$ cat src/logic/mem_stage_pkg.sv
package mem_stage_pkg;

    // data and address width
    localparam int XLEN = 32;

    // register file index
    localparam int REG_IDX_W = 5;

    // exception code width
    localparam int EXCP_NUM_W = 7;

    // sram geometry, word addressed
    localparam int SRAM_AW = 8;
    localparam int SRAM_DEPTH = 1 << SRAM_AW;

    // cycles of en before the done pulse
    localparam int SRAM_LATENCY = 2;
    localparam int SRAM_CNT_W = $clog2(SRAM_LATENCY + 1);
    localparam logic [SRAM_CNT_W-1:0] SRAM_LAT_CNT = SRAM_CNT_W'(SRAM_LATENCY);

    // memory operation carried with each instruction
    typedef enum logic [3:0] {
        MEM_NONE = 4'd0,
        MEM_LB   = 4'd1,
        MEM_LBU  = 4'd2,
        MEM_LH   = 4'd3,
        MEM_LHU  = 4'd4,
        MEM_LW   = 4'd5,
        MEM_SB   = 4'd6,
        MEM_SH   = 4'd7,
        MEM_SW   = 4'd8
    } mem_op_e;

endpackage

$ cat src/logic/store_align.sv
`timescale 1ns/100ps

module store_align import mem_stage_pkg::*; (
    input  mem_op_e           mem_op_i,
    input  logic [1:0]        addr_lo_i,
    input  logic [XLEN-1:0]   src2_i,
    output logic [XLEN-1:0]   wdata_o,
    output logic [3:0]        wmask_o
);

    // byte lane offset in bits
    logic [4:0] lane_shift;

    assign lane_shift = {addr_lo_i, 3'b000};

    always_comb begin
        // word store and anything else
        wdata_o = src2_i;
        wmask_o = 4'b1111;
        case (mem_op_i)
            MEM_SB: begin
                wdata_o = {{(XLEN - 8){1'b0}}, src2_i[7:0]} << lane_shift;
                wmask_o = 4'b0001 << addr_lo_i;
            end
            MEM_SH: begin
                // halfword lane picked by bit 1 only
                if (addr_lo_i[1]) begin
                    wdata_o = {src2_i[15:0], 16'h0000};
                    wmask_o = 4'b1100;
                end else begin
                    wdata_o = {16'h0000, src2_i[15:0]};
                    wmask_o = 4'b0011;
                end
            end
            default: begin
                wdata_o = src2_i;
                wmask_o = 4'b1111;
            end
        endcase
    end

endmodule

$ cat src/logic/load_extend.sv
`timescale 1ns/100ps

module load_extend import mem_stage_pkg::*; (
    input  mem_op_e           mem_op_i,
    input  logic [1:0]        addr_lo_i,
    input  logic [XLEN-1:0]   rdata_i,
    output logic [XLEN-1:0]   load_data_o
);

    logic [7:0]  byte_sel;
    logic [15:0] half_sel;

    // addressed byte of the read word
    always_comb begin
        case (addr_lo_i)
            2'd0:    byte_sel = rdata_i[7:0];
            2'd1:    byte_sel = rdata_i[15:8];
            2'd2:    byte_sel = rdata_i[23:16];
            default: byte_sel = rdata_i[31:24];
        endcase
    end

    // halfword lane from bit 1
    assign half_sel = addr_lo_i[1] ? rdata_i[31:16] : rdata_i[15:0];

    always_comb begin
        case (mem_op_i)
            MEM_LB:  load_data_o = {{(XLEN - 8){byte_sel[7]}}, byte_sel};
            MEM_LBU: load_data_o = {{(XLEN - 8){1'b0}}, byte_sel};
            MEM_LH:  load_data_o = {{(XLEN - 16){half_sel[15]}}, half_sel};
            MEM_LHU: load_data_o = {{(XLEN - 16){1'b0}}, half_sel};
            // word load, and non-loads are ignored downstream
            default: load_data_o = rdata_i;
        endcase
    end

endmodule

$ cat src/logic/mem_stage.sv
`timescale 1ns/100ps

module mem_stage import mem_stage_pkg::*; (
    input  logic                    clk,
    input  logic                    rst_n_i,
    input  logic                    excp_flush_i,
    input  logic                    ertn_flush_i,
    input  logic                    left_valid_i,
    output logic                    left_ready_o,
    output logic                    right_valid_o,
    input  logic                    right_ready_i,
    output logic                    is_fire_o,
    input  logic                    fire_i,
    input  logic                    inst_valid_i,
    input  logic [XLEN-1:0]         pc_i,
    input  mem_op_e                 mem_op_i,
    input  logic [XLEN-1:0]         alu_result_i,
    input  logic [XLEN-1:0]         src2_i,
    input  logic [REG_IDX_W-1:0]    wreg_index_i,
    input  logic                    wreg_en_i,
    input  logic                    excp_i,
    input  logic [EXCP_NUM_W-1:0]   excp_num_i,
    output logic                    en_o,
    output logic                    we_o,
    output logic [XLEN-1:0]         addr_o,
    output logic [3:0]              wmask_o,
    output logic [XLEN-1:0]         wdata_o,
    input  logic [XLEN-1:0]         rdata_i,
    input  logic                    rdata_valid_i,
    input  logic                    write_finish_i,
    output logic [XLEN-1:0]         wb_pc_o,
    output logic [XLEN-1:0]         wb_result_o,
    output logic [REG_IDX_W-1:0]    wb_wreg_index_o,
    output logic                    wb_wreg_en_o,
    output logic                    wb_inst_valid_o,
    output logic                    wb_excp_o,
    output logic [EXCP_NUM_W-1:0]   wb_excp_num_o,
    output logic [XLEN-1:0]         byp_result_o,
    output logic [REG_IDX_W-1:0]    byp_wreg_index_o,
    output logic                    byp_wreg_en_o
);

    logic            is_load;
    logic            is_store;
    logic            mem_busy;
    logic            logic_valid;
    logic [XLEN-1:0] load_data;
    logic [XLEN-1:0] mem_result;
    logic            valid_q;

    // operation decode
    assign is_load  = mem_op_i inside {MEM_LB, MEM_LBU, MEM_LH, MEM_LHU, MEM_LW};
    assign is_store = mem_op_i inside {MEM_SB, MEM_SH, MEM_SW};

    // sram request, held as a level until the done pulse
    assign en_o = (is_load | is_store) & inst_valid_i & left_valid_i & ~excp_i & ~excp_flush_i;
    assign we_o = is_store;
    assign addr_o = alu_result_i;

    store_align u_store_align (
        .mem_op_i  (mem_op_i),
        .addr_lo_i (alu_result_i[1:0]),
        .src2_i    (src2_i),
        .wdata_o   (wdata_o),
        .wmask_o   (wmask_o)
    );

    load_extend u_load_extend (
        .mem_op_i    (mem_op_i),
        .addr_lo_i   (alu_result_i[1:0]),
        .rdata_i     (rdata_i),
        .load_data_o (load_data)
    );

    // access outstanding until the matching done pulse
    assign mem_busy = en_o & (we_o ? ~write_finish_i : ~rdata_valid_i);

    assign left_ready_o = ~mem_busy;
    assign logic_valid = left_valid_i & ~mem_busy;
    assign is_fire_o = logic_valid & right_ready_i;

    assign mem_result = is_load ? load_data : alu_result_i;

    // valid flag: cleared by consume or flush, set by capture
    always_ff @(posedge clk or negedge rst_n_i) begin
        if (!rst_n_i) begin
            valid_q <= 1'b0;
        end else if (excp_flush_i || ertn_flush_i) begin
            valid_q <= 1'b0;
        end else begin
            valid_q <= (valid_q & ~fire_i) | is_fire_o;
        end
    end

    // write-back register
    always_ff @(posedge clk or negedge rst_n_i) begin
        if (!rst_n_i) begin
            wb_pc_o         <= '0;
            wb_result_o     <= '0;
            wb_wreg_index_o <= '0;
            wb_wreg_en_o    <= 1'b0;
            wb_inst_valid_o <= 1'b0;
            wb_excp_o       <= 1'b0;
            wb_excp_num_o   <= '0;
        end else if (is_fire_o) begin
            wb_pc_o         <= pc_i;
            wb_result_o     <= mem_result;
            wb_wreg_index_o <= wreg_index_i;
            // no register write for an excepting instruction
            wb_wreg_en_o    <= wreg_en_i & ~excp_i;
            wb_inst_valid_o <= left_valid_i & inst_valid_i;
            wb_excp_o       <= excp_i;
            wb_excp_num_o   <= excp_num_i;
        end
    end

    assign right_valid_o = valid_q;

    // forwarding to earlier stages
    assign byp_result_o     = mem_result;
    assign byp_wreg_index_o = wreg_index_i;
    assign byp_wreg_en_o    = wreg_en_i & left_valid_i;

    // a done pulse only answers an outstanding request of the same kind
    a_done_matches_req: assert property (
        @(posedge clk) disable iff (!rst_n_i)
            (rdata_valid_i || write_finish_i) |->
                (en_o && (write_finish_i == we_o) && (rdata_valid_i == !we_o))
    );

    // request stays put while the sram works on it
    a_req_stable: assert property (
        @(posedge clk) disable iff (!rst_n_i)
            (en_o && mem_busy) |=>
                (!en_o || ($stable(addr_o) && $stable(we_o)
                           && $stable(wdata_o) && $stable(wmask_o)))
    );

endmodule

$ cat config.mk
export PLATFORM = sky130hd
export DESIGN_NAME = mem_stage
export DESIGN_NICKNAME = d
export VERILOG_FILES = /design/src/logic/mem_stage_pkg.sv /design/src/logic/store_align.sv /design/src/logic/load_extend.sv /design/src/logic/mem_stage.sv
export SDC_FILE = /design/constraint.sdc
export NUM_CORES = 1
export LEC_CHECK = 0
export ABC_AREA = 1
export BUFFER_PORTS_ARGS = -buffer_cell sky130_fd_sc_hd__buf_2
export CAP_MARGIN = 20
export CORE_AREA = 2 2 134 136
export DETAILED_ROUTE_END_ITERATION = 10
export DIE_AREA = 0 0 136 138
export HOLD_SLACK_MARGIN = 0.08
export PLACE_DENSITY = 0.68
export SLEW_MARGIN = 20
export SYNTH_ARGS = -nofsm -noshare
export SYNTH_HDL_FRONTEND = slang
export SYNTH_SLANG_ARGS = --single-unit
$ cat constraint.sdc
create_clock -name clk -period 2.06 [get_ports clk]
set_clock_uncertainty 0.2 [all_clocks]
set_input_delay 0.412 -clock clk [delete_from_list [all_inputs] [get_ports clk]]
set_output_delay 0.412 -clock clk [all_outputs]
set_load 0.02 [all_outputs]
### After elaboration in Yosys (flattened, before gate mapping)

Index checks and enable logic that the tools add are counted.
Widths: inputs -> output; s select.

* reductions and logical operators: 4
* bitwise operators: 19
* shift operators: 2
* equal/unequal tests: 10
* mux-type cells: 10

Operators with widths (number)
* $pmux 32 s4: 1
* $mux 32: 2
* $pmux 32 s2: 1
* $shl 8x5->32: 1
* $pmux 8 s3: 1
* $eq 4x3->1 const B: 4
* $mux 16: 1
* $and 1x1->1: 11
* $eq 4x2->1 const B: 2
* $pmux 4 s2: 1
* $not 1->1: 6
* $reduce_bool 5->1: 1
* $eq 4x1->1 const B: 1
* $eq 4x4->1 const B: 1
* $mux 4: 1
* $shl 1x2->4 const A: 1
* $reduce_bool 3->1: 1
* $eq 2x1->1 const B: 1
* $eq 2x2->1 const B: 1
* $logic_not 2->1: 1
* $mux 1: 2
* $or 1x1->1: 2
* $logic_or 1x1->1: 1

* output and inout bits: 190
* logic and storage cells: 53
* input bits: 156
* register bits after elaboration: 80

### Depth between registers and ports, before layout

* depth after elaboration: 13
* gate-level depth with buffers: 13
* mapped depth without buffers: 11

### Cells and area by module

Synthesis repeated with hierarchy kept, for this count alone.

* cell total of the unflattened synthesis: 1014
* area total of the unflattened synthesis: 6311.1 um^2

Modules (own cells, without submodules)
* mem_stage: area each 4016.4 um^2, sequential area each 2001.9 um^2, instances 1, cells an instance 513
* store_align: area each 1219.9 um^2, sequential area each 0.0 um^2, instances 1, cells an instance 288
* load_extend: area each 1074.8 um^2, sequential area each 0.0 um^2, instances 1, cells an instance 213

### Worst setup path after synthesis

Ideal clock, no wire load.

* kind: input port to output port
* from: input alu_result_i[1]
* to: output wdata_o[23]
* stages on the path: 8
* path slack: -0.342 ns
* buffers on the path: 2
* required time: 1.448 ns
* arrival time: 1.790 ns
* cells stage by stage: buf_2 > inv_1 > buf_2 > a21oi_1 > nor2_1 > inv_1 > o21ai_0 > a21oi_1

* word-level cells in the longest chain between the ends: 2
* elaborated cells between the ends (all ways): 3
* classes of those cells: 1 x shift; 2 x mux

Ends and longest elaborated chain
* start: declaration: RTL line mem_stage.sv:17 `input logic [XLEN-1:0] alu_result_i,`
* $shl 8x5->32 or $mux 32 (tied branches): RTL line store_align.sv:22, store_align.sv:27
* $pmux 32 s2 (*): RTL line store_align.sv:20 `case (mem_op_i)`
* end: declaration: RTL line mem_stage.sv:27 `output logic [XLEN-1:0] wdata_o,`

Mark *: on every way between the ends. The rest lies on a longest branch, timed or not.

### Worst setup path in the final report

* from: input mem_op_i[3]
* to: output wdata_o[23]

* word-level cells in the longest chain between the ends: 2
* elaborated cells between the ends (all ways): 3
* classes of those cells: 2 x eq/ne; 1 x mux

Ends and longest elaborated chain
* start: declaration: RTL line mem_stage.sv:16 `input mem_op_e mem_op_i,`
* $eq 4x3->1: RTL line store_align.sv:20
* $pmux 32 s2 (*): RTL line store_align.sv:20

Marks and branches as above.

==> results.yml <==
drt:
  vias_per_cell: 4.68
  via_count: 7043
  drt-total-wl_microns: 24500
  first_pass_iters: 4
  drt-wirelength-per-cell_microns: 16.3
  first_iter_violations: 336
  route.detailed.drc: 0
  ant_nets: 0
worst_setup_path:
  end_kind: "primary output"
  cp.arrival_ns: 1.65
  startpoint_type: "input pin"
  crit_slowest_cell: "nor2_4"
  crit_chain: "buf_12 > nor2_4 > buf_6 > nand2_4 > buf_12 > buf_12 > nor2_4 > inv_2 > o21ai_2 > a21oi_2 > buf_6"
  crit_type: "in2out"
  cp.required_ns: 1.45
  crit_path_max_incr_delay_ns: 0.18
  crit_path_max_fanout: 7
  cpMostUsedCell: "buf_12"
pwr:
  vdd_drop_max_v: 0.000482
  p_per_area_nw_per_um2: 591
  p_leak_nw: 5.73
timing:
  setup_viol: 73
  relSlewSlack_pct: 76.8
  fin_crit_sh_pct: 110
  final_max_slew_viol_count: 0
  rsz0062_at_grt: "yes"
  hold_violations: 0
  tns_ns: -9.81
  fmax_ghz: 0.441
  setup_ws_ns: -0.207
  worst_pin_slew_ns: 0.344
  min_period_ns: 2.27
  holdWs_ns: 0.0996
synthesis:
  synth-edff-count: 0
  synth_seq_area_share_pct: 38.3
  avgSynthCellArea_sq_um: 6.49
  synth_top_flop_cell: "dfrtp_1"
  synth_nets: 961
  synth.distinct_cells: 26
  syn_inst: 805
  ys_warn_count: 0
  netlist_area_sq_um: 5220
  postSynth.asyncResetShare_pct: 100
  synth-seq-cells: 80
cts:
  cts_made_buffers: 9
  root_buffer: "clkbuf_16"
  clockBufferDepth: 2
  cts_tree: "done"
  numClockSinks: 80
  clkLatencyLatePin_ns: 0.34
  htree_levels: 3
  path_clk_slew_ns: 0.05
die:
  dieHeight_microns: 138
  initial_core_util_pct: 29.8
  core-area_sq_um: 17500
  num_rows: 49
  io_pins: 346
  die_w_microns: 136
  dieArea_sq_um: 18800
placed_design:
  dp.cells: 1388
  dpl_cell_area_sq_um: 7820
  dp_slack_ns: -0.400
  post-dp-hpwl_microns: 16900
  gp_congestion: 0.866
  io_buffers: 345
global_routing:
  antenna_found_initial: 8
  grt-ovfl-total: 0
  grt_max_degree: 61
  grt_pass1_vias: 6910
  track_usage_pct: 24.1
  grt_pass1_wl_microns: 35400
final_layout:
  finalNonFillerCells: 1504
  fin_area_sq_um: 10600
  nets: 1423
  layout-drive-gt1-share_pct: 58.1
  layout_commonest_cell: "buf_2"
  ff_latch_area_sq_um: 2000
  fillers: 1439
  area_delta_synth_final_pct: 103
  multi_input_area_sq_um: 3520
  layout_common_cells: "buf_2, nand2_1, buf_4"
run_status:
  status: "finished, violations left"
  violations: "setup timing"
min_path:
  hold_class: "in2reg"
job:
  cap_violations: 0
cell usage after synthesis, types with 2 or more instances:
cell      instances  area [sq um]
buf_4            39           293
or2_2             3          18.8
dfrtp_1          80          2000
nand3_1          47           235
o221ai_1          8          70.1
a21oi_2           2          17.5
clkbuf_1         11          41.3
nand3b_1          2          15.0
inv_1            83           312
o21ai_1          16          80.1
buf_2            22           110
nand2_1         335          1260
nand2_2           4          25.0
nor2_4            2          22.5
a21oi_1          20           100
nand2_4           2          22.5
nor2_1           57           214
inv_2             3          11.3
o21ai_0          53           265
o22ai_1           8          50.1
o21a_1            3          22.5
registers in the layout, indices dropped and copies added (netlist names):
name,count
wb_pc_o,32
wb_excp_o,1
wb_result_o,32
wb_inst_valid_o,1
wb_wreg_en_o,1
wb_wreg_index_o,5
wb_excp_num_o,7
right_valid_o,1
cell families (layout without fill, tap and decap cells):
group | count (synthesis) | count (layout) | share of synthesized area, %
buffers and inverters | 161 | 628 | 15.1
DFF | 80 | 80 | 38.3
AOI/OAI and AO/OA | 110 | 110 | 11.6
and+or+nand+nor | 454 | 454 | 35.0
other | 0 | 3 | 0
worst max-delay path, delay by kind of cell:
kind	cells	cell delay, ns
buffers and inverters	6	0.72
and+or+nand+nor	3	0.40
AOI/OAI and AO/OA	2	0.12
timing repair:
item                                    in CTS  in global routing
setup buffers                               32                 20
hold buffers                                37                  0
pin swaps                                   52                 65
resized for setup                          317                133
endpoints found under the setup margin      71                 74
cloned                                       6                  4
endpoints found under the hold margin      116                  0
path summary, 6_finish.rpt:
path | startpoint | end | slack (ns) | depth (start not counted)
max | mem_op_i[3] | wdata_o[23] | -0.21 | 11
min | pc_i[31] | wb_pc_o[31] | 0.1 | 3
max reg2reg | wb_pc_o[18] | wb_pc_o[18] | 1.21 | 2
min reg2reg | wb_result_o[13] | wb_result_o[13] | 0.27 | 2
max in group asynchronous | rst_n_i | wb_result_o[18] | 0.93 | 3
min in group asynchronous | rst_n_i | wb_pc_o[23] | 0.23 | 2
report_power, final:
part	leakage [nW]	total (mW)	switching [mW]	internal [mW]
clock	0.145	1.63	0.654	0.975
combinational	4.60	2.72	1.54	1.18
sequential	0.994	1.90	0.112	1.79
layer usage:
layer / share of wire (%) / wire length [microns] / up-vias / global-route usage [%]
li1: - / - / 3399 / -
met1: 36 / 8890 / 3272 / 24.8
met2: 53 / 13100 / 308 / 45.8
met3: 7.2 / 1760 / 54 / 6.56
met4: 3.0 / 727 / 10 / 8.50
met5: 0.29 / 72 / - / 0
area by class of cell:
type,instances,area share (%)
Tap cell,229,2.71
Clock inverter,6,0.639
Antenna cell,3,0.0710
Multi-Input combinational cell,564,33.3
Inverter,87,3.58
Sequential cell,80,18.9
Timing Repair Buffer,524,38.4
Clock buffer,10,2.26
Timing Repair inverter,1,0.154
stage by stage:
step / utilization, % / power (mW)
after floorplan: - / 3.09
after global placement: 44.6 / 3.95
after detailed placement: 44.6 / 3.98
after CTS: 55.8 / 6.05
after global routing: 60.3 / 6.57
final: 60.3 / 6.25
Note: power is estimated with default switching activity, not from simulation.
